==> src/verilog/mii_rx_pkg.sv <==
// MII receive framing package: shared sizes, beat and host structs, opcodes and states
package mii_rx_pkg;

   localparam int NUM_SLOTS_DEF  = 4;
   localparam int SLOT_BYTES_DEF = 128;

   localparam logic [7:0]  SFD_BYTE     = 8'hD5;
   localparam logic [23:0] MCAST_PREFIX = 24'h01005E;   // IPv4 multicast OUI

   typedef enum logic [1:0] {
      BEAT_DATA,
      BEAT_COMMIT,
      BEAT_DISCARD
   } beat_kind_e;

   typedef struct packed {
      logic       valid;
      beat_kind_e kind;
      logic [7:0] data;
   } rx_beat_t;

   typedef struct packed {
      logic [47:0] mac_addr;
      logic        promiscuous;
      logic        rx_enable;
   } rx_cfg_t;

   typedef struct packed {
      logic        sel;
      logic        we;
      logic [9:0]  addr;    // Bit 9 selects the frame data window
      logic [31:0] wdata;
   } host_req_t;

   typedef enum logic [3:0] {
      REG_MAC_LO      = 4'd0,
      REG_MAC_HI_CTRL = 4'd1,
      REG_STATUS      = 4'd2,
      REG_HEAD_LEN    = 4'd3,
      REG_RELEASE     = 4'd4,
      REG_DROPS       = 4'd5
   } host_reg_e;

   typedef enum logic [1:0] {
      FR_IDLE,
      FR_PREAMBLE,
      FR_BODY,
      FR_DROP
   } framer_state_e;

endpackage

==> src/verilog/host_rx_port.sv <==
// Host port: register map, frame data window, slot release, drop count and interrupt
`timescale 1ns/1ps

module host_rx_port
#(
   parameter int NUM_SLOTS  = mii_rx_pkg::NUM_SLOTS_DEF,
   parameter int SLOT_BYTES = mii_rx_pkg::SLOT_BYTES_DEF
)
(
   input  logic                          clk_mii,
   input  logic                          rstn,
   input  mii_rx_pkg::host_req_t         i_host,
   input  logic                          i_avail,
   input  logic [$clog2(SLOT_BYTES):0]   i_head_len,
   input  logic [$clog2(NUM_SLOTS):0]    i_used,
   input  logic [7:0]                    i_rd_data,
   input  logic                          i_drop,
   output mii_rx_pkg::rx_cfg_t           o_cfg,
   output logic [$clog2(SLOT_BYTES)-1:0] o_rd_addr,
   output logic                          o_release,
   output logic [31:0]                   o_host_rdata,
   output logic                          o_eth_irq
);
   import mii_rx_pkg::*;

   localparam int AW = $clog2(SLOT_BYTES);

   logic [47:0] mac_addr;
   logic        rx_enable;
   logic        promiscuous;
   logic        irq_en;
   logic [15:0] drops;
   host_reg_e   reg_idx;
   logic        reg_wr;
   logic        host_rd;
   logic [31:0] reg_word;

   assign reg_idx   = host_reg_e'(i_host.addr[3:0]);
   assign reg_wr    = i_host.sel && i_host.we && !i_host.addr[9];
   assign host_rd   = i_host.sel && !i_host.we;
   assign o_release = reg_wr && (reg_idx == REG_RELEASE);
   assign o_rd_addr = i_host.addr[AW-1:0];

   assign o_cfg.mac_addr    = mac_addr;
   assign o_cfg.promiscuous = promiscuous;
   assign o_cfg.rx_enable   = rx_enable;

   always_comb
   begin
      case (reg_idx)
         REG_MAC_LO:      reg_word = mac_addr[31:0];
         REG_MAC_HI_CTRL: reg_word = {13'd0, irq_en, promiscuous, rx_enable, mac_addr[47:32]};
         REG_STATUS:      reg_word = {16'd0, 8'(i_used), 7'd0, i_avail};
         REG_HEAD_LEN:    reg_word = 32'(i_head_len);
         REG_DROPS:       reg_word = {16'd0, drops};
         default:         reg_word = 32'd0;
      endcase
   end

   always_ff @(posedge clk_mii)
   begin
      if (!rstn)
      begin
         mac_addr     <= 48'h02_00_00_00_00_01;
         rx_enable    <= 1'b0;
         promiscuous  <= 1'b0;
         irq_en       <= 1'b0;
         drops        <= 16'd0;
         o_host_rdata <= 32'd0;
         o_eth_irq    <= 1'b0;
      end
      else
      begin
         if (reg_wr)
         begin
            case (reg_idx)
               REG_MAC_LO:
                  mac_addr[31:0] <= i_host.wdata;
               REG_MAC_HI_CTRL:
                  {irq_en, promiscuous, rx_enable, mac_addr[47:32]} <= i_host.wdata[18:0];
               default:
                  ;
            endcase
         end
         if (i_drop && drops != 16'hFFFF)
            drops <= drops + 16'd1;   // Saturates
         if (host_rd)
            o_host_rdata <= i_host.addr[9] ? {24'd0, i_rd_data} : reg_word;
         o_eth_irq <= i_avail && irq_en;
      end
   end

endmodule

==> config.mk <==
export PLATFORM = sky130hd
export DESIGN_NAME = host_rx_port
export DESIGN_NICKNAME = d
export VERILOG_FILES = /design/src/verilog/mii_rx_pkg.sv /design/src/verilog/host_rx_port.sv
export SDC_FILE = /design/constraint.sdc
export NUM_CORES = 1
export LEC_CHECK = 0
export ABC_CLOCK_PERIOD_IN_PS = 2200
export BUFFER_PORTS_ARGS = -buffer_cell sky130_fd_sc_hd__clkbuf_2
export CORE_UTILIZATION = 50
export CTS_BUF_LIST = sky130_fd_sc_hd__clkbuf_16
export DETAILED_ROUTE_END_ITERATION = 8
export PLACE_DENSITY = 0.78
export RECOVER_POWER = 25
export SYNTH_ARGS = -nofsm -noshare
export SYNTH_HDL_FRONTEND = slang
export SYNTH_SLANG_ARGS = --single-unit
==> constraint.sdc <==
create_clock -name clk_mii -period 2.2 [get_ports clk_mii]
set_clock_uncertainty 0.05 [all_clocks]
set_input_delay 0.33 -clock clk_mii [delete_from_list [all_inputs] [get_ports clk_mii]]
set_output_delay 0.33 -clock clk_mii [all_outputs]
set_load 0.05 [all_outputs]
After elaboration in Yosys (flattened, before gate mapping). Index checks and enable logic that the tools add are counted. W data, S select, Z words.

Flip-flop bits (word level): 100. Latch bits: 0. Bits in writable memories: 0. ROM bits: 0. Bits of input ports: 67. Output and inout bits: 91. Logic and storage cells: 28. Memories: 0.

Add/subtract/negate cells: 1. Multiply operators: 0. Div/mod/pow operators: 0. $lt $le $gt $ge: 0. Equality and inequality tests: 6. Shift-type cells: 0. Muxes and demuxes: 2. Bitwise operators: 0. Reductions and logical operators: 11.

Operators by type and width (count): $pmux W32 S5 (1); $mux W32 (1); $add A16 B1 Y16 const B (1); $ne A16 B16 Y1 const B (1); $eq A4 B2 Y1 const B (2); $eq A4 B3 Y1 const B (2); $logic_and A1 B1 Y1 (6); $eq A4 B1 Y1 const B (1); $logic_not A4 Y1 (1); $reduce_and A2 Y1 (2); $logic_not A1 Y1 (2).

Logic depth before layout (Yosys ltp).
Depth in word-level cells: 3. Gate-level depth with buffers: 7. Mapped depth without buffers: 5.

Least setup slack after synthesis. Ideal clock, no wire load.

Kind: input port to flip-flop. Start: input i_host[35] (netlist name). End: register o_host_rdata[2]. Setup time: 0.117 ns. Arrival: 1.615 ns. Slack: 0.418 ns. Stages: 6. Path through: clkbuf_1 > and4bb_2 > buf_2 > a222oi_1 > nand2_1 > a22o_1.

Longest elaborated chain between the ends: 3. Elaborated cells on any way between the ends: 7. Classes of those cells: 4 x eq/ne; 2 x mux; 1 x reduce/logical.

Ends and longest elaborated chain: from (decl) (RTL line host_rx_port.sv:12) `input mii_rx_pkg::host_req_t i_host,`; $eq A4 B3 Y1, or another cell as far along (RTL line host_rx_port.sv:50) `case (reg_idx)`; $pmux W32 S5 * (RTL line host_rx_port.sv:50); $mux W32 * (RTL line host_rx_port.sv:88) `o_host_rdata <= i_host.addr[9] ? {24'd0, i_rd_data} : reg_word;`; to (signal assigned) (RTL line host_rx_port.sv:88); to (decl) (RTL line host_rx_port.sv:21) `output logic [31:0] o_host_rdata,`.

Every way passes the cells marked *; elsewhere a longest branch is shown, timed or not. A chain may end at the register's enable or synchronous reset.

Worst setup path in the final report.
Start: register drops[4]. End: register drops[13].

Longest elaborated chain between the ends: 2. Elaborated cells on any way between the ends: 3. Classes of those cells: 1 x add/sub; 1 x eq/ne; 1 x reduce/logical.

Ends and longest elaborated chain: from (decl) (RTL line host_rx_port.sv:32) `logic [15:0] drops;`; from (signal assigned) (RTL line host_rx_port.sv:86) `drops <= drops + 16'd1;`; branches (longest 2 deep; another with $add A16 B1 Y16).

Parallel ways; which one is timed is not known.

==> out/metrics.yaml <==
placed_area_um2: 5220
ff2ff_setup_slack_ps: 190
multi_input_area_um2: 2200
numCtsBuffers: 9
rows: 33
period_share: 0.913
crit_fanout: 7
synth_warnings: 0
worst_pin_slew_ps: 1020
slowest_delay_ps: 550
status: "finished, final reports clean"
grt_max_degree: 38
cts_tree: "done"
overflow: 0
post-route-min-period_ps: 2010
reg2reg_depth: 4
yosys-top-cells-area: "dfxtp_1, nand2_1, a21boi_0"
io_buffers: 149
grt_pass1_wl_um: 19100
synthTopCellsByCount: "nand2_1, dfxtp_1, a21boi_0"
ys_seq_area_frac: 0.454
finalHoldViolCount: 0
finalSetupViolCount: 0
syn_nets: 588
wl_um: 12100
cp-end-kind: "flop"
p_leak_nw: 2.12
synth_top_area_share: 0.454
fin_setup_tns_ps: 0
instances_no_fill: 759
syn2layout_area_growth_pct: 24.0
die_y_um: 96.0
r2r-start: "drops[4]"
fmax_mhz: 498
clock_sinks: 100
die_w_um: 96.0
clockBufferDepth: 2
vias: 4365
power.density_nw_per_um2: 676
dp_hpwl_um: 8540
place_congestion: 0.847
core-area_um2: 8380
rsz0062_at_grt: "no"
wire_per_inst_um: 16.0
initial_core_util: 0.527
drtAntennaViolNets: 0
drt-vias-per-instance: 5.75
n_fill_cell: 743
synth_edf_count: 0
relSlewSlack: 0.317
fin_area_um2: 5470
first_global_vias: 4029
r2r-end: "drops[13]"
maxSlewViolCount: 0
final_layout_size_suffix_gt1_frac: 0.220
ys_ff_latch: 100
drt_iter0_drc: 290
cts-root-buf: "clkbuf_16"
crit_path_end: "drops[13]"
worst_slack_ps: 192
worst_path_max_delay_cell: "or4_1"
placedCellCount: 743
critical_path_class: "reg -> reg"
cp.required_ps: 2430
drc_errors: 0
hp-class: "in -> reg"
dieArea_um2: 9210
critical_path.startpoint: "drops[4]"
critPathArrivalTime_ps: 2240
path_clk_slew_ps: 80
worstSkewPairLatency_ps: 350
syn_area_um2: 4410
h-tree-depth: 3
antenna_found_initial: 0
startpoint_type: "flop"
synth_cell_types: 50
diodes: 0
post_cts_buffers: 0
synth-main-ff-cell: "dfxtp_1"
nets: 717
layout.area.seq_um2: 2000
io_pins: 158
syn_area_per_cell_um2: 8.49
dp_slack_ps: 110
cap_violations: 0
ir_drop_v: 0.000365
yosysMostFrequentCell: "nand2_1"
path_cells: "nand4_2 -> or3_1 -> or4_1 -> a21boi_1"
synthArstFlopShare: 0
drt_pass1_iterations: 5
postSynthCellCount: 520
yosys.area.top_type: "dfxtp_1"
postLayoutCoreUtil: 0.653
grtUsageTotal: 0.269
[stage by stage]
step	hold slack [ps]	power, W
2_1_floorplan	402	0.00205
5_1_grt	160	0.00383
3_5_place_dp	409	0.00214
6_report	148	0.00370
3_3_place_gp	386	0.00214
4_1_cts	152	0.00371
[per-layer routing]
| layer | vias to the layer above | track usage | part of all wire |
|---|---|---|---|
| li1 | 2095 | - | - |
| met1 | 2082 | 0.336 | 0.42 |
| met2 | 168 | 0.455 | 0.49 |
| met3 | 20 | 0.0577 | 0.072 |
| met4 | 0 | 0.0958 | 0.017 |
| met5 | - | 0 | 0 |
[how the worst min path moves through the flow]
stage                          start                to  slack [ps]  depth (start not counted)
detailed placement  o_host_rdata[17]  o_host_rdata[17]         410                          2
global route              i_host[25]      mac_addr[25]         160                          3
global placement    o_host_rdata[17]  o_host_rdata[17]         390                          2
CTS                       i_host[26]      mac_addr[26]         150                          3
finish                    i_host[26]      mac_addr[26]         150                          3
floorplan                     irq_en            irq_en         400                          2
[placed cells by master (no fill, tap or decap), types with 4 or more instances in the layout]
cell type and instances:
nand3_1 17, a21boi_0 46, clkbuf_16 9, a222oi_1 10, a22oi_1 22, clkbuf_2 105, a22o_1 9, nor2b_1 15
nand4_1 4, a21boi_1 8, and2_1 5, buf_4 14, mux2i_1 6, clkbuf_1 44, nand2_1 149, nor4_1 4
o21ai_0 17, nand2b_1 7, dfxtp_1 100
[power by group]
part | total [W] | internal (W) | switching, W
sequential | 0.00183 | 0.00182 | 0.0000112
combinational | 0.000268 | 0.000102 | 0.000166
clock | 0.00160 | 0.000812 | 0.000787
[repair_timing]
| action | 4_1_cts | 5_1_grt |
|---|---|---|
| endpoints found under the setup margin | 0 | 1 |
| hold buffers | 0 | 0 |
| gates resized for setup | 0 | 1 |
| endpoints found under the hold margin | 0 | 0 |
[cells by family after synthesis]
kind of cell	count (synthesis)	share of synthesized area
compound gates	133	0.228
xor+xnor	2	0.00397
fa+ha+maj	1	0.00283
buf+inv	49	0.0522
flops	100	0.454
mux	6	0.0136
simple gates	229	0.246
[final cells by class]
cell class,instances,area share
multi-input combinational,371,0.401
clock inverter,7,0.0139
sequential,100,0.366
tap,105,0.0240
inverter,2,0.00137
clock buffer,9,0.0411
timing repair buffer,165,0.153
[flip-flops by register name (all words and copies together) (netlist names)]
name	count
mac_addr	48
o_host_rdata	32
drops	16
irq_en	1
o_eth_irq	1
promiscuous	1
rx_enable	1
[worst max-delay path: cells and delay by family, from the launching register on]
kind | cells | cell delay (ps)
simple gates | 3 | 1280
flops | 1 | 470
compound gates | 1 | 140
Note: power is estimated with default switching activity, not from simulation.
