--- src/verilog/mii_rx_pkg.sv ---
// MII receive framing package: shared sizes, beat and host structs, opcodes and states
package mii_rx_pkg;

   localparam int NUM_SLOTS_DEF  = 4;
   localparam int SLOT_BYTES_DEF = 128;

   localparam logic [7:0]  SFD_BYTE     = 8'hD5;
   localparam logic [23:0] MCAST_PREFIX = 24'h01005E;   // IPv4 multicast OUI

   typedef enum logic [1:0] {
      BEAT_DATA,
      BEAT_COMMIT,
      BEAT_DISCARD
   } beat_kind_e;

   typedef struct packed {
      logic       valid;
      beat_kind_e kind;
      logic [7:0] data;
   } rx_beat_t;

   typedef struct packed {
      logic [47:0] mac_addr;
      logic        promiscuous;
      logic        rx_enable;
   } rx_cfg_t;

   typedef struct packed {
      logic        sel;
      logic        we;
      logic [9:0]  addr;    // Bit 9 selects the frame data window
      logic [31:0] wdata;
   } host_req_t;

   typedef enum logic [3:0] {
      REG_MAC_LO      = 4'd0,
      REG_MAC_HI_CTRL = 4'd1,
      REG_STATUS      = 4'd2,
      REG_HEAD_LEN    = 4'd3,
      REG_RELEASE     = 4'd4,
      REG_DROPS       = 4'd5
   } host_reg_e;

   typedef enum logic [1:0] {
      FR_IDLE,
      FR_PREAMBLE,
      FR_BODY,
      FR_DROP
   } framer_state_e;

endpackage

--- src/verilog/rx_frame_buffer.sv ---
// Receive frame buffer: ring of frame slots with per-slot length and a head read port
`timescale 1ns/1ps

module rx_frame_buffer
#(
   parameter int NUM_SLOTS  = mii_rx_pkg::NUM_SLOTS_DEF,
   parameter int SLOT_BYTES = mii_rx_pkg::SLOT_BYTES_DEF
)
(
   input  logic                          clk_mii,
   input  logic                          rstn,
   input  mii_rx_pkg::rx_beat_t          i_beat,
   input  logic [$clog2(SLOT_BYTES)-1:0] i_rd_addr,
   input  logic                          i_release,
   output logic [7:0]                    o_rd_data,
   output logic [$clog2(SLOT_BYTES):0]   o_head_len,
   output logic                          o_avail,
   output logic [$clog2(NUM_SLOTS):0]    o_used,
   output logic                          o_credit
);
   import mii_rx_pkg::*;

   localparam int SW = $clog2(NUM_SLOTS);
   localparam int AW = $clog2(SLOT_BYTES);
   localparam int UW = SW + 1;

   logic [7:0]    mem [NUM_SLOTS*SLOT_BYTES];
   logic [AW:0]   len [NUM_SLOTS];
   logic [SW-1:0] head;
   logic [SW-1:0] tail;
   logic [UW-1:0] used;
   logic [AW:0]   wr_off;
   logic          ovf;
   logic          wr_data;
   logic          end_beat;
   logic          commit;
   logic          commit_ok;
   logic          ovf_commit;
   logic [1:0]    owed;
   logic [1:0]    owed_sum;

   assign wr_data    = i_beat.valid && (i_beat.kind == BEAT_DATA);
   assign end_beat   = i_beat.valid && (i_beat.kind != BEAT_DATA);
   assign commit     = i_beat.valid && (i_beat.kind == BEAT_COMMIT);
   assign commit_ok  = commit && !ovf;
   assign ovf_commit = commit && ovf;   // Oversized frame dies here, its slot is handed back
   assign owed_sum   = owed + 2'(i_release) + 2'(ovf_commit);

   always_ff @(posedge clk_mii)
   begin
      if (wr_data && !wr_off[AW])
         mem[{tail, wr_off[AW-1:0]}] <= i_beat.data;
      if (commit_ok)
         len[tail] <= wr_off;
   end

   always_ff @(posedge clk_mii)
   begin
      if (!rstn)
      begin
         head     <= '0;
         tail     <= '0;
         used     <= '0;
         wr_off   <= '0;
         ovf      <= 1'b0;
         owed     <= 2'd0;
         o_credit <= 1'b0;
      end
      else
      begin
         if (end_beat)
         begin
            wr_off <= '0;
            ovf    <= 1'b0;
         end
         else if (wr_data)
         begin
            if (wr_off[AW])
               ovf <= 1'b1;
            else
               wr_off <= wr_off + 1'b1;
         end
         if (commit_ok)
            tail <= tail + 1'b1;
         if (i_release)
            head <= head + 1'b1;
         used <= used + UW'(commit_ok) - UW'(i_release);
         // Release and overflow can coincide, so keep a small backlog
         o_credit <= (owed_sum != 2'd0);
         owed     <= owed_sum - 2'(owed_sum != 2'd0);
      end
   end

   assign o_rd_data  = mem[{head, i_rd_addr}];
   assign o_avail    = (used != '0);
   assign o_head_len = o_avail ? len[head] : '0;
   assign o_used     = used;

   // Framer credits must keep commits within the ring
   a_commit_room: assert property (@(posedge clk_mii) disable iff (!rstn)
      commit |-> (used != UW'(NUM_SLOTS)))
      else $error("commit beat while every slot is full");

   a_release_held: assert property (@(posedge clk_mii) disable iff (!rstn)
      i_release |-> o_avail)
      else $error("release with no frame in the buffer");

endmodule

--- config.mk ---
export PLATFORM = sky130hd
export DESIGN_NAME = rx_frame_buffer
export DESIGN_NICKNAME = d
export VERILOG_FILES = /design/src/verilog/mii_rx_pkg.sv /design/src/verilog/rx_frame_buffer.sv
export SDC_FILE = /design/constraint.sdc
export NUM_CORES = 2
export LEC_CHECK = 0
export BUFFER_PORTS_ARGS = -buffer_cell sky130_fd_sc_hd__buf_4
export CAP_MARGIN = 20
export CELL_PAD_IN_SITES_DETAIL_PLACEMENT = 0
export CELL_PAD_IN_SITES_GLOBAL_PLACEMENT = 2
export CORE_UTILIZATION = 50
export CTS_BUF_LIST = sky130_fd_sc_hd__clkbuf_2 sky130_fd_sc_hd__clkbuf_4 sky130_fd_sc_hd__clkbuf_8
export CTS_CLUSTER_SIZE = 8
export DETAILED_ROUTE_END_ITERATION = 10
export PLACE_DENSITY = 0.82
export SLEW_MARGIN = 25
export SYNTH_ARGS = -nofsm -noshare
export SYNTH_HDL_FRONTEND = slang
export SYNTH_MEMORY_MAX_BITS = 65536
export SYNTH_SLANG_ARGS = --single-unit
--- constraint.sdc ---
create_clock -name clk_mii -period 3.9 [get_ports clk_mii]
set_input_delay 0.195 -clock clk_mii [delete_from_list [all_inputs] [get_ports clk_mii]]
set_output_delay 0.195 -clock clk_mii [all_outputs]
set_load 0.03 [all_outputs]
After elaboration in Yosys (flattened, before gate mapping)
Memory sizes are Yosys's and may differ from the RTL's. A register that Yosys moved wholly into a read port is not among the register bits.
Index checks and enable logic that the tools add are counted.
{"block": "classes", "addsub": 8, "n_eq_ne": 1, "mux": 8, "bitwise_logic": 2, "reduce_logical": 15}
{"op": "2-to-1 mux 8 bit", "count": 2}
{"op": "adder 8 x 1 -> 8 bit (second input constant)", "count": 1}
{"op": "logical AND 1 bit", "count": 6}
{"op": "adder 2 x 1 -> 2 bit", "count": 2}
{"op": "adder 2 x 1 -> 2 bit (second input constant)", "count": 2}
{"op": "2-to-1 mux 1 bit", "count": 4}
{"op": "2-to-1 mux 2 bit", "count": 2}
{"op": "AND reduction 2 bit", "count": 2}
{"op": "nonzero test 2 bit", "count": 2}
{"op": "adder 3 x 1 -> 3 bit", "count": 1}
{"op": "nonzero test 3 bit", "count": 1}
{"op": "subtractor 3 x 1 -> 3 bit", "count": 1}
{"op": "== test 2 x 1 -> 1 bit (second input constant)", "count": 1}
{"op": "zero test 1 bit", "count": 2}
{"op": "zero test 2 bit", "count": 1}
{"op": "NOT 1 bit", "count": 2}
{"op": "OR reduction 2 bit", "count": 1}
{"op": "subtractor 2 x 1 -> 2 bit", "count": 1}
{"block": "word_totals", "reg_bits": 19, "ram_bits": 4128, "input_bits": 21, "out_inout_bits": 21, "elab_cells": 44, "mem_count": 2}
{"memory": "mem", "depth": 512, "word_bits": 8, "read_ports": 1, "rd_clocked_by_memory_dff": 0, "wr": 1, "line_no": "rx_frame_buffer.sv:27", "rtl": "logic [7:0] mem [NUM_SLOTS*SLOT_BYTES];"}
{"memory": "len", "depth": 4, "word_bits": 8, "read_ports": 1, "rd_clocked_by_memory_dff": 1, "wr": 1, "line_no": "rx_frame_buffer.sv:28", "rtl": "logic [AW:0] len [NUM_SLOTS];"}

Logic depth before layout (Yosys ltp)
{"block": "logic_depth", "word_depth": 6, "ltp_mapped": 13, "depth_no_buf": 10}

Worst setup path before layout
OpenSTA, ideal clock, no wires.
{"block": "synth_timing", "kind": "input port to output port", "from": "in i_rd_addr[0]", "to": "out o_rd_data[0]", "arrival_ns": 2.626, "t_required_ns": 3.705, "path_slack_ns": 1.079, "path_stages": 12, "cell_sequence": "buf_6 buf_12 buf_12 buf_12 buf_8 buf_8 mux2i_1 o221ai_1 a21oi_1 a2111oi_1 nand3_1 a211oi_1"}
{"block": "synth_between", "elab_chain_cells": 1}
{"item": "from (decl)", "line_no": "rx_frame_buffer.sv:13", "rtl": "input logic [$clog2(SLOT_BYTES)-1:0] i_rd_addr,"}
{"item": "memory (512 x 8 bit)"}
{"item": "to (decl)", "line_no": "rx_frame_buffer.sv:15", "rtl": "output logic [7:0] o_rd_data,"}
Every way passes these cells.

Final worst setup path
{"block": "layout_timing", "from": "reg head[0]", "to": "out o_rd_data[5]"}
{"block": "layout_between", "elab_chain_cells": 1}
{"item": "from (decl)", "line_no": "rx_frame_buffer.sv:29", "rtl": "logic [SW-1:0] head;"}
{"item": "from (signal assigned)", "line_no": "rx_frame_buffer.sv:86", "rtl": "head <= head + 1'b1;"}
{"item": "memory (512 x 8 bit)"}
Every way passes these cells.

==> impl_metrics.toml <==
[place]
numPortBuffers = 41
hpwl_um = 272000
pre_cts_slack_ps = -1020
place_congestion = 0.910
dp.cells = 12900

[cts]
tritoncts = "built"
clockBufferDepth = 4
clock-sinks = 4149
cts_max_level = 6
clock_latency_ps = 1220
cts_buffers = 659
clkTransAtPathRegs_ps = 60
cts-root-buf = "clkbuf_8"

[floorplanning]
die_h_um = 573
dieArea_um2 = 328000
ios = 42
rows = 209
die_w_um = 573
initial_utilization = 0.503
coreArea_um2 = 324000

[setup_path]
start_kind = "flop"
critical_path_required_ps = 3700
cp_common_cell = "buf_6"
slowest_stage = "a2111oi_4"
cp-end-kind = "output port"
crit_arrival_ps = 4120
crit_fanout = 5
crit_chain = "buf_12 > nor2b_4 > and2_4 > buf_6 > a211o_1 > buf_6 > a2111oi_4 > nand4_1 > a211oi_4 > buf_6"
critPathKind = "reg2out"
slowest_delay_ps = 490

[finish]
drive_above_1_share = 0.276
fin_cells = 14000
syn2layout_area_growth_pct = 14.8
fin_nets = 9298

[timing]
worst_slack_ps = -411
worst_slew_pin_slew_ps = 1170
finalClockSkew_ps = 62.8
maxSlewViolCount = 0
min_period_over_period = 1.11
hold_violations = 0
setup_viol = 8
period_minus_slack_ps = 4310
fmax_mhz = 232
rsz0062_at_grt = "yes"
slew_headroom = 0.221

[outcome]
status = "finished with violations"
violations = "setup timing"

[logic_synthesis]
syn-instance-count = 8157
synth_ff_type = "edfxtp_1"
synth_edf_count = 4128
yosysWarnings = 0
synth_area_leader_cell = "edfxtp_1"
synthArstFlopShare = 0
yosysTopAreaCellShare = 0.761
synthTopCellsByArea = "edfxtp_1 (76%), mux4_2 (7.9%), mux2i_1 (4.9%), o221ai_1 (1.9%), mux4_1 (1.4%)"
synth_area_um2 = 163000
syn_avg_cell_area_um2 = 20.0
post_synth_num_cell_types = 76
yosysSeqAreaShare = 0.763
ys_ff_latch = 4149
yosysMostFrequentCell = "edfxtp_1"
synth.net_count = 8190
synth.top_cells.by_count = "edfxtp_1 (4128), mux2i_1 (797), nor2_1 (578)"

[routing]
ant_nets = 0
drt_wl_total_um = 435000
wl_per_cell_um = 31.0
vias_per_cell = 6.20
drc = 0
num_vias = 87000
drtPass1Iterations = 5
drt_iter0_drc = 10400

[global_route]
grt-ovfl-total = 0
track_usage = 0.261
grt_pass1_wl_um = 622000
antenna_found_initial = 9
grt_max_degree = 133
grt_pass1_vias = 87500
top_usage_layer = "met2"
met2_usage = 0.418
grt_util_met1 = 0.364
met3_usage = 0.0465

[power]
combPwrFrac = 0.059
p_int_mw = 69.3
ir_drop_mv = 0.317
swShare = 0.225
pwr-share-seq = 0.549
p_leak_nw = 61.6
p_switching_mw = 20.1
p_clk_frac = 0.393
power_mw = 89.4
powerDensity_nw_per_um2 = 478

[min_path]
min_path_type = "in2reg"

[job]
drv_cap = 0
## what timing repair did
action | in CTS | in global routing
hold buffers | 26 | 0
gates resized for setup | 206 | 46
pin swaps | 54 | 42
gates cloned | 0 | 0
setup buffers | 36 | 12
endpoints found under the setup margin | 8 | 33
endpoints found under the hold margin | 3631 | 0
## placed cells by master, fill, tap and decap left out, types with 172 or more instances in the layout
cell,count
edfxtp_1,4128
mux2i_1,795
buf_4,780
clkbuf_8,673
mux4_2,574
nor2_1,568
o221ai_1,354
clkbuf_4,243
a21oi_1,177
o22ai_1,172
## power groups by stage
| stage | Sequential (mW) | Clock (mW) | Combinational (mW) |
|---|---|---|---|
| after CTS | 49.1 | 35.5 | 5.19 |
| after detailed placement | 50.0 | 0 | 4.98 |
| after floorplan | 50.0 | 0 | 2.55 |
| final | 49.1 | 35.1 | 5.24 |
| after global routing | 49.0 | 37.3 | 5.42 |
| after global placement | 50.0 | 0 | 4.91 |
## worst max-delay path: cells and delay by family (launching register included)
kind	cells	cell delay, ps
simple gates	3	740
flops	1	330
buf+inv	4	610
compound gates	3	1230
## state kept, by name (all words and copies together), names as in the netlist, named ones only
register	flops
mem	4096
o_credit	1
ovf	1
o_used	3
tail	2
len	32
head	2
owed	2
wr_off	8
## kinds of logic (layout without fill, tap and decap cells)
kind of cell             count (synthesis)  in the layout  synth area share
flip-flops                            4149           4149             0.763
multiplexers                          1464           1464             0.143
AO/OA/AOI/OAI                          999            999            0.0436
AND/OR/NAND/NOR                        987            987            0.0265
buffers and inverters                  534           2079            0.0221
adder cells (fa/ha/maj)                 12             12           0.00101
XOR/XNOR                                12             12          0.000645
other                                    0              8                 0
## area by class of cell
cell class / count / area, um2
multi-input combinational: 3474 / 36100
clock buffer: 916 / 11100
clock inverter: 182 / 1050
timing repair buffer: 969 / 9030
inverter: 12 / 52.6
sequential: 4149 / 124000
fill: 23800 / 137000
antenna: 8 / 20.0
tap: 4325 / 5410
## stage by stage
| step | TNS, ps | util | area, um2 | hold WS (ps) |
|---|---|---|---|---|
| after CTS | -2790 | 0.576 | 187000 | 21.3 |
| final | -1900 | 0.577 | 187000 | 111 |
| after detailed placement | -3130 | 0.534 | 173000 | 476 |
| after floorplan | 0 | - | 163000 | 294 |
| after global placement | -3110 | 0.534 | 173000 | 473 |
| after global routing | -2560 | 0.577 | 187000 | 66.9 |
## worst paths after layout
check / slack, ps / cells after the start / to / startpoint
hold / removal: 110 / 2 / mem[478][6] / i_beat[6]
hold reg to reg: 500 / 2 / ovf / ovf
setup / recovery: -410 / 10 / o_rd_data[5] / head[0]
setup reg to reg: 780 / 3 / mem[15][5] / wr_off[2]
## per-layer routing
metal | wire length [um] | vias up
met2 | 208000 | 4423
met5 | 32 | -
met4 | 15400 | 4
met1 | 172000 | 45600
li1 | - | 36300
met3 | 38400 | 775
(Power assumes the default switching activity.)
