[src/verilog/mii_rx_pkg.sv]
// MII receive framing package: shared sizes, beat and host structs, opcodes and states
package mii_rx_pkg;

   localparam int NUM_SLOTS_DEF  = 4;
   localparam int SLOT_BYTES_DEF = 128;

   localparam logic [7:0]  SFD_BYTE     = 8'hD5;
   localparam logic [23:0] MCAST_PREFIX = 24'h01005E;   // IPv4 multicast OUI

   typedef enum logic [1:0] {
      BEAT_DATA,
      BEAT_COMMIT,
      BEAT_DISCARD
   } beat_kind_e;

   typedef struct packed {
      logic       valid;
      beat_kind_e kind;
      logic [7:0] data;
   } rx_beat_t;

   typedef struct packed {
      logic [47:0] mac_addr;
      logic        promiscuous;
      logic        rx_enable;
   } rx_cfg_t;

   typedef struct packed {
      logic        sel;
      logic        we;
      logic [9:0]  addr;    // Bit 9 selects the frame data window
      logic [31:0] wdata;
   } host_req_t;

   typedef enum logic [3:0] {
      REG_MAC_LO      = 4'd0,
      REG_MAC_HI_CTRL = 4'd1,
      REG_STATUS      = 4'd2,
      REG_HEAD_LEN    = 4'd3,
      REG_RELEASE     = 4'd4,
      REG_DROPS       = 4'd5
   } host_reg_e;

   typedef enum logic [1:0] {
      FR_IDLE,
      FR_PREAMBLE,
      FR_BODY,
      FR_DROP
   } framer_state_e;

endpackage

[src/verilog/mii_rx_framer.sv]
// MII receive framer: nibble to byte assembly, SFD search, address filter and slot credits
`timescale 1ns/1ps

module mii_rx_framer
#(
   parameter int NUM_SLOTS = mii_rx_pkg::NUM_SLOTS_DEF
)
(
   input  logic                 clk_mii,
   input  logic                 rstn,
   input  logic [3:0]           i_erxd,
   input  logic                 i_erx_dv,
   input  logic                 i_erx_er,
   input  mii_rx_pkg::rx_cfg_t  i_cfg,
   input  logic                 i_credit,
   output mii_rx_pkg::rx_beat_t o_beat,
   output logic                 o_drop
);
   import mii_rx_pkg::*;

   localparam int CW = $clog2(NUM_SLOTS + 1);

   framer_state_e state;
   logic [3:0]    rxd_q;
   logic          dv_q;
   logic          er_q;
   logic [3:0]    prev_nib;
   logic [3:0]    lo_nib;
   logic          hi_phase;
   logic [7:0]    byte_q;
   logic          byte_stb;
   logic [7:0]    data_q;
   logic          data_stb;
   logic [47:0]   dest_mac;
   logic [2:0]    dest_cnt;
   logic          er_seen;
   logic          end_stb;
   logic          end_d;
   logic [CW-1:0] credits;
   logic          sfd_hit;
   logic          spend;
   logic          addr_ok;
   logic          accept;
   logic          give_back;

   // Low nibble of D5 arrives first
   assign sfd_hit   = (state == FR_PREAMBLE) && dv_q && ({rxd_q, prev_nib} == SFD_BYTE);
   assign spend     = sfd_hit && i_cfg.rx_enable && (credits != '0);
   assign addr_ok   = (dest_mac == i_cfg.mac_addr) || (&dest_mac) ||
                      (dest_mac[47:24] == MCAST_PREFIX) || i_cfg.promiscuous;
   assign accept    = addr_ok && !er_seen && (dest_cnt == 3'd6);
   assign give_back = end_d && !accept;   // Discard hands the slot back

   always_ff @(posedge clk_mii)
   begin
      rxd_q    <= i_erxd;
      prev_nib <= rxd_q;
      if (!rstn)
      begin
         dv_q <= 1'b0;
         er_q <= 1'b0;
      end
      else
      begin
         dv_q <= i_erx_dv;
         er_q <= i_erx_er;
      end
   end

   always_ff @(posedge clk_mii)
   begin
      if (!rstn)
      begin
         state    <= FR_IDLE;
         hi_phase <= 1'b0;
         byte_stb <= 1'b0;
         end_stb  <= 1'b0;
         er_seen  <= 1'b0;
         o_drop   <= 1'b0;
      end
      else
      begin
         byte_stb <= 1'b0;
         end_stb  <= 1'b0;
         o_drop   <= 1'b0;
         case (state)
            FR_IDLE:
               if (dv_q)
                  state <= FR_PREAMBLE;
            FR_PREAMBLE:
               if (!dv_q)
                  state <= FR_IDLE;
               else if (sfd_hit)
               begin
                  hi_phase <= 1'b0;
                  er_seen  <= 1'b0;
                  if (spend)
                     state <= FR_BODY;
                  else
                  begin
                     state  <= FR_DROP;
                     o_drop <= i_cfg.rx_enable;   // Counted only when out of credits
                  end
               end
            FR_BODY:
               if (!dv_q)
               begin
                  state   <= FR_IDLE;
                  end_stb <= 1'b1;
               end
               else
               begin
                  hi_phase <= !hi_phase;
                  byte_stb <= hi_phase;
                  er_seen  <= er_seen | er_q;
               end
            default:
               if (!dv_q)
                  state <= FR_IDLE;
         endcase
      end
   end

   always_ff @(posedge clk_mii)
   begin
      if (state == FR_BODY && !hi_phase)
         lo_nib <= rxd_q;
      if (state == FR_BODY && hi_phase)
         byte_q <= {rxd_q, lo_nib};
   end

   // Destination capture, then the beat register
   always_ff @(posedge clk_mii)
   begin
      data_q <= byte_q;
      if (byte_stb && dest_cnt != 3'd6)
         dest_mac <= {dest_mac[39:0], byte_q};
      if (!rstn)
      begin
         data_stb <= 1'b0;
         end_d    <= 1'b0;
         dest_cnt <= 3'd0;
         o_beat   <= '0;
      end
      else
      begin
         data_stb <= byte_stb;
         end_d    <= end_stb;
         if (sfd_hit)
            dest_cnt <= 3'd0;
         else if (byte_stb && dest_cnt != 3'd6)
            dest_cnt <= dest_cnt + 3'd1;
         o_beat.valid <= data_stb || end_d;
         o_beat.kind  <= data_stb ? BEAT_DATA : (accept ? BEAT_COMMIT : BEAT_DISCARD);
         o_beat.data  <= data_stb ? data_q : 8'h00;
      end
   end

   always_ff @(posedge clk_mii)
   begin
      if (!rstn)
         credits <= CW'(NUM_SLOTS);
      else
         credits <= credits + CW'(i_credit) + CW'(give_back) - CW'(spend);
   end

   // Buffer returns exactly one credit per slot it frees
   a_credit_bound: assert property (@(posedge clk_mii) disable iff (!rstn)
      credits <= CW'(NUM_SLOTS))
      else $error("framer holds more credits than slots");

endmodule

[config.mk]
export PLATFORM = sky130hd
export DESIGN_NAME = mii_rx_framer
export DESIGN_NICKNAME = d
export VERILOG_FILES = /design/src/verilog/mii_rx_pkg.sv /design/src/verilog/mii_rx_framer.sv
export SDC_FILE = /design/constraint.sdc
export NUM_CORES = 1
export LEC_CHECK = 0
export BUFFER_PORTS_ARGS = -buffer_cell sky130_fd_sc_hd__buf_2
export CORE_UTILIZATION = 49
export CTS_CLUSTER_DIAMETER = 120
export DETAILED_ROUTE_END_ITERATION = 12
export MAX_ROUTING_LAYER = met4
export PLACE_DENSITY = 0.8
export SKIP_CTS_REPAIR_TIMING = 1
export SLEW_MARGIN = 0
export SYNTH_ARGS = -nofsm -noshare
export SYNTH_HDL_FRONTEND = slang
export SYNTH_SLANG_ARGS = --single-unit
[constraint.sdc]
create_clock -name clk_mii -period 3.4 [get_ports clk_mii]
set_input_delay 0.85 -clock clk_mii [delete_from_list [all_inputs] [get_ports clk_mii]]
set_output_delay 0.85 -clock clk_mii [all_outputs]
set_load 0.03 [all_outputs]
-- After elaboration in Yosys (flattened, before gate mapping)
Index checks and enable logic that the tools add are counted.
- register bits: 104
- input bits: 59
- output and inout port bits: 12
- logic and storage cells: 86
- add/sub/neg operators: 4
- equality and inequality tests: 13
- multiplexer cells: 14
- bitwise logic cells: 5
- reductions and logical operators: 29
- operator list (kind ; count):
    48-bit equality test ; 1
    48-bit AND reduction ; 1
    24-bit by 17-bit equality test with 1-bit output, second input constant ; 1
    1-bit logical AND ; 10
    2-bit two-way mux ; 5
    8-bit equality test, second input constant ; 1
    2-bit != test, second input constant ; 4
    3-bit by 1-bit adder with 3-bit output ; 2
    1-bit two-way mux ; 6
    3-bit != test, second input constant ; 2
    3-bit AND reduction ; 2
    5-bit OR reduction ; 1
    1-bit logical OR ; 4
    1-bit NOT ; 4
    1-bit one-hot mux with 2 select lines ; 2
    2-bit one-hot mux with 2 select lines ; 1
    2-bit AND reduction ; 2
    4-bit AND reduction ; 1
    2-bit OR reduction ; 2
    3-bit by 1-bit adder with 3-bit output, second input constant ; 1
    3-bit equality test, second input constant ; 1
    1-bit zero test ; 3
    3-bit by 1-bit != test with 1-bit output, second input constant ; 1
    3-bit nonzero test ; 1
    6 further kinds ; 6

-- Depth between registers and ports, before layout
Gate-level depths: netlist (run 1).
- depth after elaboration: 10
- mapped depth: 13
- depth with buffers taken out: 13

-- Worst setup path after synthesis (run 1)
OpenSTA, ideal clock, no wires.
- path kind: reg2reg
- from: reg dest_cnt[0]
- to: reg dest_cnt[2]
- library setup time: 116 ps
- arrival: 3541 ps
- data required time: 3284 ps
- slack: -257 ps
- stages on the path, launching flop included: 7
- buffers on the path: 0
- clock period less this slack: 3657 ps
- cell sequence: dfxtp_1 inv_1 ha_1 a21boi_1 nand2_1 xor2_1 nor2_1
- longest elaborated chain between the ends: 2
- elaborated cells between the ends (all ways): 3
- classes of those cells: add/sub (1); eq/ne (1); reduce/logical (1)
- RTL lines (element ; line ; source):
    from (decl) ; mii_rx_framer.sv:35 ; logic [2:0] dest_cnt;
    from (signal assigned) ; mii_rx_framer.sv:152 ; dest_cnt <= dest_cnt + 3'd1;
    parallel branches: the longest is 2 deep, another holds 3-bit by 1-bit adder with 3-bit output ; n/a ;
Several ways; the timed one is not identified.
A chain may end at the register's enable or synchronous reset.

-- Worst setup path after layout (run 1)
- from: reg dest_cnt[0]
- to: reg credits[2]
- longest elaborated chain between the ends: 6
- RTL lines (element ; line ; source):
    3-bit equality test ; mii_rx_framer.sv:51 ; assign accept = addr_ok && !er_seen && (dest_cnt == 3'd6);
    1-bit logical AND ; mii_rx_framer.sv:51 ;
    1-bit zero test ; mii_rx_framer.sv:52 ; assign give_back = end_d && !accept;
    1-bit logical AND ; mii_rx_framer.sv:52 ;
    3-bit by 1-bit adder with 3-bit output ; mii_rx_framer.sv:164 ; credits <= credits + CW'(i_credit) + CW'(give_back) - CW'(spend);
    3-bit by 1-bit subtractor with 3-bit output ; mii_rx_framer.sv:164 ;
    to (signal assigned) ; mii_rx_framer.sv:162 ; credits <= CW'(NUM_SLOTS);
    to (signal assigned) ; mii_rx_framer.sv:164 ;
    to (decl) ; mii_rx_framer.sv:39 ; logic [CW-1:0] credits;
Every way passes these cells.

==> out/summary.txt, run 1 <==
Status: finished clean
Setup-failing EPs final: 0
Multi-input logic area: 1110 sq um
TritonRoute pass-1 iters: 4
Max cap viols: 0
Fin. max-slew vios: 0
Power Dens Cells: 495 nW/um^2
Boundary Pins: 71
Post-synthesis compound-gate area fraction: 1.57%
Post-Synth Simple-Gate Area: 13.4%
Internal power: 0.00175 W
Core area: 7410 sq um
Initial antenna violation count: 0
Rows: 31
Initial Util: 51.5%
Startpoint types: flop
Yosys cell types: 32
Die ar.: 8150 sq um
Tcrit/Tclk final: 87.3%
Flop-to-flop setup slack: 0.43 ns
Min-delay src: byte_q[5]
CTS tree: built
CTS Sinks: 104
Relative slew slack: 60.1%
Routability Congestion: 0.926
CP max FO: 3
Critical Path RT: 3.65 ns
Clk root buf: clkbuf_8
Synth area leaders: edfxtp_1 (47%), dfxtp_1 (23%), xnor2_1 (11%), nand4_1 (3.9%), and3_1 (1.8%)
N_diodes: 0
Main synth FF type: edfxtp_1
DRT iter0 DRCs: 169
Reg-to-Reg Start: dest_cnt[0]
Non-Filler Instances: 449
Total gr overflow: 0
CTS buffer count: 9
H-tree depth: 3
Post-Syn Area: 3820 sq um
Syn nets: 328
Leakage power: 1.67 nW
Min cycle time layout: 2.97 ns
Via count: 2332
Mux contribution to synthesized area: 0%
Global-route wire length before repair: 11700 microns
Seq/Total Area, Yosys: 70.3%
Largest area contributor in the netlist: edfxtp_1
RSZ-0062 raised after global routing: no
Die Span Y: 90.3 microns
Net Sw Frac: 21.9%
Most common cell in the netlist: edfxtp_1
Final hold vios: 0
Clock latency on the worst-skew pair: 0.36 ns
Layout Skew: 0.00868 ns
Post-route DRC: 0
#FFs+latches synth: 104
Critical R2R Capture: credits[2]
Post-Syn Instances: 264
WHS Path Cells: 0
Vias in the first global route: 2323
Hold crit path type: reg2reg
Avg Cell Area, Syn: 14.5 sq um
CP Launch Point: dest_cnt[0]
Switching pwr: 0.000490 W
I/O Buffers: 70
EDFF count, synth: 60
Commonest cells post-synth: edfxtp_1 (60), xnor2_1 (46), dfxtp_1 (44)
Detailed Place HPWL: 5650 microns
Worst Hold Endpoint: data_q[5]
Inst Count DP: 433
Max Fclk: 0.337 GHz
Drt wl/cell: 16.6 microns
WP data arrival: 3.21 ns
Actual slew at the worst max-slew pin: 0.599 ns
Largest family of logic cells by synthesized area: simple AND/OR/NAND/NOR gates
Max Buffers Root-to-Sink: 2
Synthesis-to-layout area growth: 18.4%
Worst slack at placement: 0.129 ns
Die width: 90.3 microns
Largest net degree at the start of global routing: 49
Synth Area in XOR/XNOR: 11.9%
Post-synthesis adder-cell area fraction: 2.03%
Register area: 2680 sq um
Share of cells above drive strength 1: 25.7%
Reg2reg path depth: 13
TNS Setup: 0 ns
Yosys warns: 0
Fill cells: 585
Comb power frac: 4.5%
Worst IR drop on VDD: 0.316 mV
Clock network power share: 35.7%
Fin nets: 409
Final setup margin: 0.430 ns
Ys async rst share: 0%
Via density: 5.19
Seq pwr share: 59.8%
Final Hold Slack: 0.378 ns
Routed WL: 7440 microns
Clock Pin Slew Worst Setup and Hold Paths: 0.10 ns
Antenna-violating nets left: 0
CP Capture Type: flop
All-Layer GR Usage: 19.8%
Synth top area share: 47.2%
Crit path kind: reg2reg
cells by family after synthesis:
| group | after synthesis |
|---|---|
| and+or+nand+nor | 86 |
| AOI/OAI and AO/OA | 9 |
| adders and majority gates | 5 |
| xor gates and xnor gates | 52 |
| buffers and inverters | 8 |
| DFF | 104 |
power by group through the flow:
| stage | clock network [W] | registers [W] | logic [W] |
|---|---|---|---|
| detailed placement | 0 | 0.00137 | 0.000101 |
| finish | 0.000798 | 0.00134 | 0.000101 |
| CTS | 0.000807 | 0.00134 | 0.000102 |
| global route | 0.000850 | 0.00134 | 0.000111 |
| global placement | 0 | 0.00137 | 0.0000979 |
| floorplan | 0 | 0.00136 | 0.0000479 |
layout make-up:
type | count | area share (%)
multi-input combinational | 152 | 24.7
clock inverter | 6 | 1.80
sequential | 104 | 59.4
clock buffer | 10 | 2.82
inverter | 6 | 0.498
timing repair buffer | 72 | 8.09
tap | 99 | 2.74
worst max-delay path: stages, from the launching register on:
cell and delay (ns):
dfxtp_1 0.35, inv_1 0.06, ha_1 0.22, nand3b_1 0.16, or4_1 0.55, nor4_1 0.19, nand4_1 0.19, nand3_1 0.15
fa_1 0.17, inv_1 0.05, fa_1 0.38, xnor2_1 0.18, xnor2_1 0.14, nand2_1 0.07
worst max-delay path by stage:
stage                 endpoint  depth (start not counted)
finish              credits[2]                         13
CTS                 credits[2]                         13
global placement    credits[2]                         12
floorplan           credits[2]                         11
global route        credits[2]                         13
detailed placement  credits[2]                         12
placed cells by master, fill, tap and decap left out, types with 3 or more instances in the layout:
| master | synthesis | layout |
|---|---|---|
| nor2b_1 | 3 | 3 |
| inv_1 | 6 | 6 |
| xnor2_1 | 46 | 46 |
| and3_1 | 11 | 11 |
| nor2_1 | 5 | 5 |
| inv_8 | 0 | 3 |
| nor4_1 | 8 | 8 |
| edfxtp_1 | 60 | 60 |
| nor3_1 | 6 | 6 |
| dfxtp_1 | 44 | 44 |
| buf_2 | 0 | 70 |
| nand4_1 | 24 | 24 |
| clkbuf_8 | 0 | 9 |
| and2_1 | 7 | 7 |
| nand3_1 | 3 | 3 |
| nand2_1 | 10 | 10 |
| xor2_1 | 6 | 6 |
| ha_1 | 3 | 3 |
registers in the layout, indices dropped and copies added, names as in the netlist, 2 cells and up:
register / count
o_beat: 11
state: 2
lo_nib: 4
dest_mac: 48
credits: 3
dest_cnt: 3
data_q: 8
prev_nib: 4
byte_q: 8
rxd_q: 4
routing by layer:
layer / GRT usage (%) / share of wire (%) / up-vias
met5: - / 0 / -
met4: 5.51 / 1.5 / 0
met3: 5.56 / 6.4 / 9
met2: 33.4 / 50 / 90
met1: 23.4 / 42 / 1107
li1: - / - / 1126
stage by stage:
| stage | cell area, sq um | util, % | power [W] |
|---|---|---|---|
| floorplan | 3820 | - | 0.00141 |
| global placement | 4310 | 58.2 | 0.00146 |
| detailed placement | 4310 | 58.2 | 0.00147 |
| CTS | 4520 | 61.0 | 0.00225 |
| global route | 4520 | 61.0 | 0.00230 |
| finish | 4520 | 61.0 | 0.00224 |
No activity file was read; power rests on OpenSTA's default activity.
==> inputs of run 2 (changes only) <==
CELL_PAD_IN_SITES_DETAIL_PLACEMENT = 2   (was not set)
CELL_PAD_IN_SITES_GLOBAL_PLACEMENT = 2   (was not set)
CORE_UTILIZATION = 34   (was 49)
PLACE_DENSITY = 0.79   (was 0.8)
==> run 2 against run 1 <==
Via count up 1.7%. Sequential cell count is the same. Critical endpoint unchanged. Non-clock buffer count grew 1. Core utilization is 19 points lower. Sequential power barely moved. Fmax decreased by 3.4%. Register-to-register slack got worse by 0.11 ns. Hold slack better by 0.015 ns. Combinational power grew 4%. Critical path depth is the same.
==> out/summary.txt, run 2 (synthesis results as in run 1) <==
Post-layout util: 42.1% (was 61.0%)
Flop-to-flop setup slack: 0.33 ns (was 0.43 ns)
Worst IR drop on VDD: 0.254 mV (was 0.316 mV)
Rows: 38 (was 31)
CTS Sinks: 104 (unchanged)
H-tree depth: 3 (unchanged)
CP max FO: 3 (unchanged)
Global-route wire length before repair: 14400 microns (was 11700 microns)
Fin nets: 410 (was 409)
Max Buffers Root-to-Sink: 2 (unchanged)
Actual slew at the worst max-slew pin: 0.635 ns (was 0.599 ns)
Critical Path RT: 3.64 ns (was 3.65 ns)
Largest net degree at the start of global routing: 49 (unchanged)
Worst slack at placement: 0.0970 ns (was 0.129 ns)
Final hold vios: 0 (unchanged)
WHS Path Cells: 0 (unchanged)
DRT iter0 DRCs: 57 (was 169)
Reg2reg path depth: 13 (unchanged)
Die Span Y: 108 microns (was 90.3 microns)
Startpoint types: flop (unchanged)
Die width: 108 microns (was 90.3 microns)
TritonRoute pass-1 iters: 4 (unchanged)
Drt wl/cell: 19.5 microns (was 16.6 microns)
Initial Util: 35.0% (was 51.5%)
N_diodes: 0 (unchanged)
Fill cells: 1081 (was 585)
Die ar.: 11700 sq um (was 8150 sq um)
Tcrit/Tclk final: 90.4% (was 87.3%)
Synthesis-to-layout area growth: 20.0% (was 18.4%)
Via density: 4.83 (was 5.19)
Post-route DRC: 0 (unchanged)
TNS Setup: 0 ns (unchanged)
Most frequent cells in the layout: buf_2 (70), edfxtp_1 (60), xnor2_1 (46) (unchanged)
Final setup margin: 0.325 ns (was 0.430 ns)
Setup-failing EPs final: 0 (unchanged)
Min cycle time layout: 3.07 ns (was 2.97 ns)
Largest registers: dest_mac x48, o_beat x11 (unchanged)
Initial antenna violation count: 0 (unchanged)
Core area: 10900 sq um (was 7410 sq um)
Power Dens Cells: 490 nW/um^2 (was 495 nW/um^2)
Clk root buf: clkbuf_8 (unchanged)
All-Layer GR Usage: 17.8% (was 19.8%)
Most common cell after layout, fill and taps aside: buf_2 (unchanged)
CP Capture Type: flop (unchanged)
Max cap viols: 0 (unchanged)
CTS buffer count: 9 (unchanged)
Via count: 2372 (was 2332)
RSZ-0062 raised after global routing: no (unchanged)
Antenna-violating nets left: 0 (unchanged)
Final Hold Slack: 0.392 ns (was 0.378 ns)
Total gr overflow: 0 (unchanged)
Layout Skew: 0.00732 ns (was 0.00868 ns)
Number of flip-flops in the largest register: 48 (unchanged)
Clock latency on the worst-skew pair: 0.36 ns (about the same)
Routed WL: 9560 microns (was 7440 microns)
Top reg by flops: dest_mac (unchanged)
I/O Buffers: 70 (unchanged)
Max Fclk: 0.325 GHz (was 0.337 GHz)
CTS tree: built (unchanged)
Hold crit path type: reg2reg (unchanged)
Leakage power: 1.67 nW (about the same)
Relative slew slack: 57.7% (was 60.1%)
Routability Congestion: 0.848 (was 0.926)
Clock Pin Slew Worst Setup and Hold Paths: 0.10 ns (about the same)
Vias in the first global route: 2647 (was 2323)
WP data arrival: 3.32 ns (was 3.21 ns)
Status: finished clean (unchanged)
Crit path kind: reg2reg (unchanged)
Boundary Pins: 71 (unchanged)
Share of cells above drive strength 1: 26.2% (was 25.7%)
Detailed Place HPWL: 7290 microns (was 5650 microns)
Fin. max-slew vios: 0 (unchanged)
run 2: cell types whose count changed in the layout (fill, tap and decap cells not counted):
cell	previous run	this run
buf_4	2	3
inv_8	3	0
clkbuf_1	1	0
clkbuf_8	9	10
inv_6	2	3
clkinv_4	0	2
run 2: final timing paths:
check | from | to
worst max-delay path | dest_cnt[0] | credits[2]
worst min-delay path | byte_q[6] | data_q[6]
worst max register to register | dest_cnt[0] | credits[2]
worst min register to register | byte_q[6] | data_q[6]
run 2: area by class of cell:
class / count / area [sq um] / share of cell area, %
multi-input combinational: 152 / 1110 / 24.3
inverter: 6 / 22.5 / 0.492
timing repair buffer: 73 / 373 / 8.14
tap: 140 / 175 / 3.83
clock inverter: 6 / 73.8 / 1.61
sequential: 104 / 2680 / 58.6
clock buffer: 10 / 138 / 3.01
run 2: layer usage:
layer / global-route usage, % / part of all wire [%] / up-vias / wire length [microns]
li1: - / - / 1124 / -
met1: 18.3 / 39 / 1176 / 3690
met3: 3.86 / 4.2 / 7 / 401
met4: 4.79 / 1.2 / 0 / 116
met2: 33.8 / 56 / 65 / 5350
met5: - / 0 / - / 0
run 2: worst max-delay path, stage by stage, from the launching register on:
cell and delay, ns:
dfxtp_1 0.35, inv_1 0.07, ha_1 0.22, nand3b_1 0.18
or4_1 0.57, nor4_1 0.19, nand4_1 0.19, nand3_1 0.16
fa_1 0.18, inv_1 0.05, fa_1 0.37, xnor2_1 0.19
xnor2_1 0.16, nand2_1 0.07
run 2: through the flow:
step,cell area (sq um),total power [W],instances
floorplan,3820,0.00141,264
global placement,4370,0.00147,475
detailed placement,4370,0.00147,475
CTS,4580,0.00228,491
global route,4580,0.00233,491
finish,4580,0.00224,491
run 2: report_power, final:
part | switching [W] | total, W | internal (W) | leakage, nW
Combinational | 0.0000489 | 0.000105 | 0.0000559 | 0.664
Clock | 0.000431 | 0.000802 | 0.000371 | 0.108
Sequential | 0.00000900 | 0.00134 | 0.00133 | 0.901
==> inputs of run 3 (changes only) <==
PLACE_DENSITY = 0.74   (was 0.79)
==> run 3 against run 2 <==
Sequential power about the same. First-iteration DRC count up 23%. Critical endpoint unchanged. Non-clock buffer count unchanged. Clock skew increased by 0.0016 ns. Global-route usage grew 0.055 points. Clock power about the same. Register-to-register slack improved by 0.02 ns. Critical path type unchanged. Critical path depth unchanged.
==> out/summary.txt, run 3 (synthesis results as in run 1) <==
Status: finished clean (unchanged)
Die Span Y: 108 microns (unchanged)
Actual slew at the worst max-slew pin: 0.814 ns (was 0.635 ns)
CP max FO: 3 (unchanged)
Top reg by flops: dest_mac (unchanged)
Fin nets: 410 (unchanged)
Clock Pin Slew Worst Setup and Hold Paths: 0.10 ns (about the same)
Worst IR drop on VDD: 0.253 mV (was 0.254 mV)
Max Fclk: 0.327 GHz (was 0.325 GHz)
Clk root buf: clkbuf_8 (unchanged)
Via density: 4.86 (was 4.83)
Total gr overflow: 0 (unchanged)
Rows: 38 (unchanged)
Relative slew slack: 45.6% (was 57.7%)
WP data arrival: 3.30 ns (was 3.32 ns)
TNS Setup: 0 ns (unchanged)
Number of flip-flops in the largest register: 48 (unchanged)
Die ar.: 11700 sq um (unchanged)
CTS Sinks: 104 (unchanged)
Leakage power: 1.67 nW (about the same)
CP max-delay cell: or4_1 (unchanged)
Tcrit/Tclk final: 89.9% (was 90.4%)
Initial antenna violation count: 0 (unchanged)
Most frequent cells in the layout: buf_2 (70), edfxtp_1 (60), xnor2_1 (46) (unchanged)
CTS buffer count: 9 (unchanged)
Hold crit path type: reg2reg (unchanged)
Clock latency on the worst-skew pair: 0.36 ns (about the same)
Setup-failing EPs final: 0 (unchanged)
DRT iter0 DRCs: 70 (was 57)
Fin. max-slew vios: 0 (unchanged)
Routed WL: 9310 microns (was 9560 microns)
I/O Buffers: 70 (unchanged)
Synthesis-to-layout area growth: 20.3% (was 20.0%)
Largest incremental delay on the critical path: 0.55 ns (was 0.57 ns)
Max cap viols: 0 (unchanged)
RSZ-0062 raised after global routing: no (unchanged)
Largest registers: dest_mac x48, o_beat x11 (unchanged)
All-Layer GR Usage: 17.9% (was 17.8%)
Inst Count DP: 475 (unchanged)
Drt wl/cell: 19.0 microns (was 19.5 microns)
Crit-path cells: inv_1, ha_1, nand3b_1, or4_1, nor4_1, nand4_1, nand3_1, fa_1, inv_1, fa_1, xnor2_1, xnor2_1, nand2_1 (unchanged)
Startpoint types: flop (unchanged)
H-tree depth: 3 (unchanged)
Die width: 108 microns (unchanged)
Crit path kind: reg2reg (unchanged)
Critical Path RT: 3.64 ns (about the same)
Via count: 2388 (was 2372)
Min cycle time layout: 3.06 ns (was 3.07 ns)
Core area: 10900 sq um (unchanged)
TritonRoute pass-1 iters: 4 (unchanged)
CP Capture Type: flop (unchanged)
Layout Skew: 0.00897 ns (was 0.00732 ns)
Share of cells above drive strength 1: 26.2% (unchanged)
Global-route wire length before repair: 14400 microns (about the same)
Power Dens Cells: 490 nW/um^2 (about the same)
Non-Filler Instances: 491 (unchanged)
CTS tree: built (unchanged)
Routability Congestion: 0.877 (was 0.848)
Final hold vios: 0 (unchanged)
Detailed Place HPWL: 7320 microns (was 7290 microns)
Antenna-violating nets left: 0 (unchanged)
Initial Util: 35.0% (unchanged)
N_diodes: 0 (unchanged)
Post-route DRC: 0 (unchanged)
Final Hold Slack: 0.393 ns (was 0.392 ns)
Boundary Pins: 71 (unchanged)
Vias in the first global route: 2658 (was 2647)
Max Buffers Root-to-Sink: 2 (unchanged)
Most common cell after layout, fill and taps aside: buf_2 (unchanged)
Largest net degree at the start of global routing: 32 (was 49)
-- run 3: final cells by class --
type,count,area [sq um]
inverter,6,22.5
multi-input combinational,152,1110
clock buffer,9,124
sequential,104,2680
timing repair buffer,73,385
tap,140,175
fill,1116,6300
clock inverter,7,86.3
-- run 3: worst max-delay path, delay by kind of cell, from the launching register on --
kind                       cells  cell delay, ns
and+or+nand+nor                6            1.34
adders and majority gates      3            0.77
xor gates and xnor gates       2            0.35
DFF                            1            0.35
buffers and inverters          2            0.12
-- run 3: report_power, final --
part | internal, W | leakage [nW] | switching, W
registers | 0.00133 | 0.901 | 0.00000864
logic | 0.0000563 | 0.667 | 0.0000498
clock network | 0.000359 | 0.106 | 0.000446
total | 0.00174 | 1.67 | 0.000505
-- run 3: worst paths after layout --
path,start,cells after the start,slack [ns],end
worst max-delay path,dest_cnt[0],13,0.34,credits[2]
worst min-delay path,byte_q[6],0,0.39,data_q[6]
worst max register to register,dest_cnt[0],13,0.34,credits[2]
worst min register to register,byte_q[6],0,0.39,data_q[6]
-- run 3: per-layer routing --
layer | routed length, microns | share of wire, % | vias to the layer above | global-route usage (%)
met4 | 121 | 1.3 | 0 | 4.21
met2 | 5150 | 55 | 62 | 33.0
met1 | 3690 | 40 | 1194 | 19.1
met3 | 353 | 3.8 | 9 | 4.28
li1 | - | - | 1123 | -
met5 | 0 | 0 | - | -
-- run 3: metrics by stage --
step	power, W	cell area, sq um	setup WS [ns]	utilization (%)
2_1_floorplan	0.00141	3820	0.446	-
3_3_place_gp	0.00147	4380	0.217	40.2
3_5_place_dp	0.00147	4380	0.0611	40.2
4_1_cts	0.00228	4590	0.286	42.2
5_1_grt	0.00234	4590	0.109	42.2
6_report	0.00225	4590	0.344	42.2
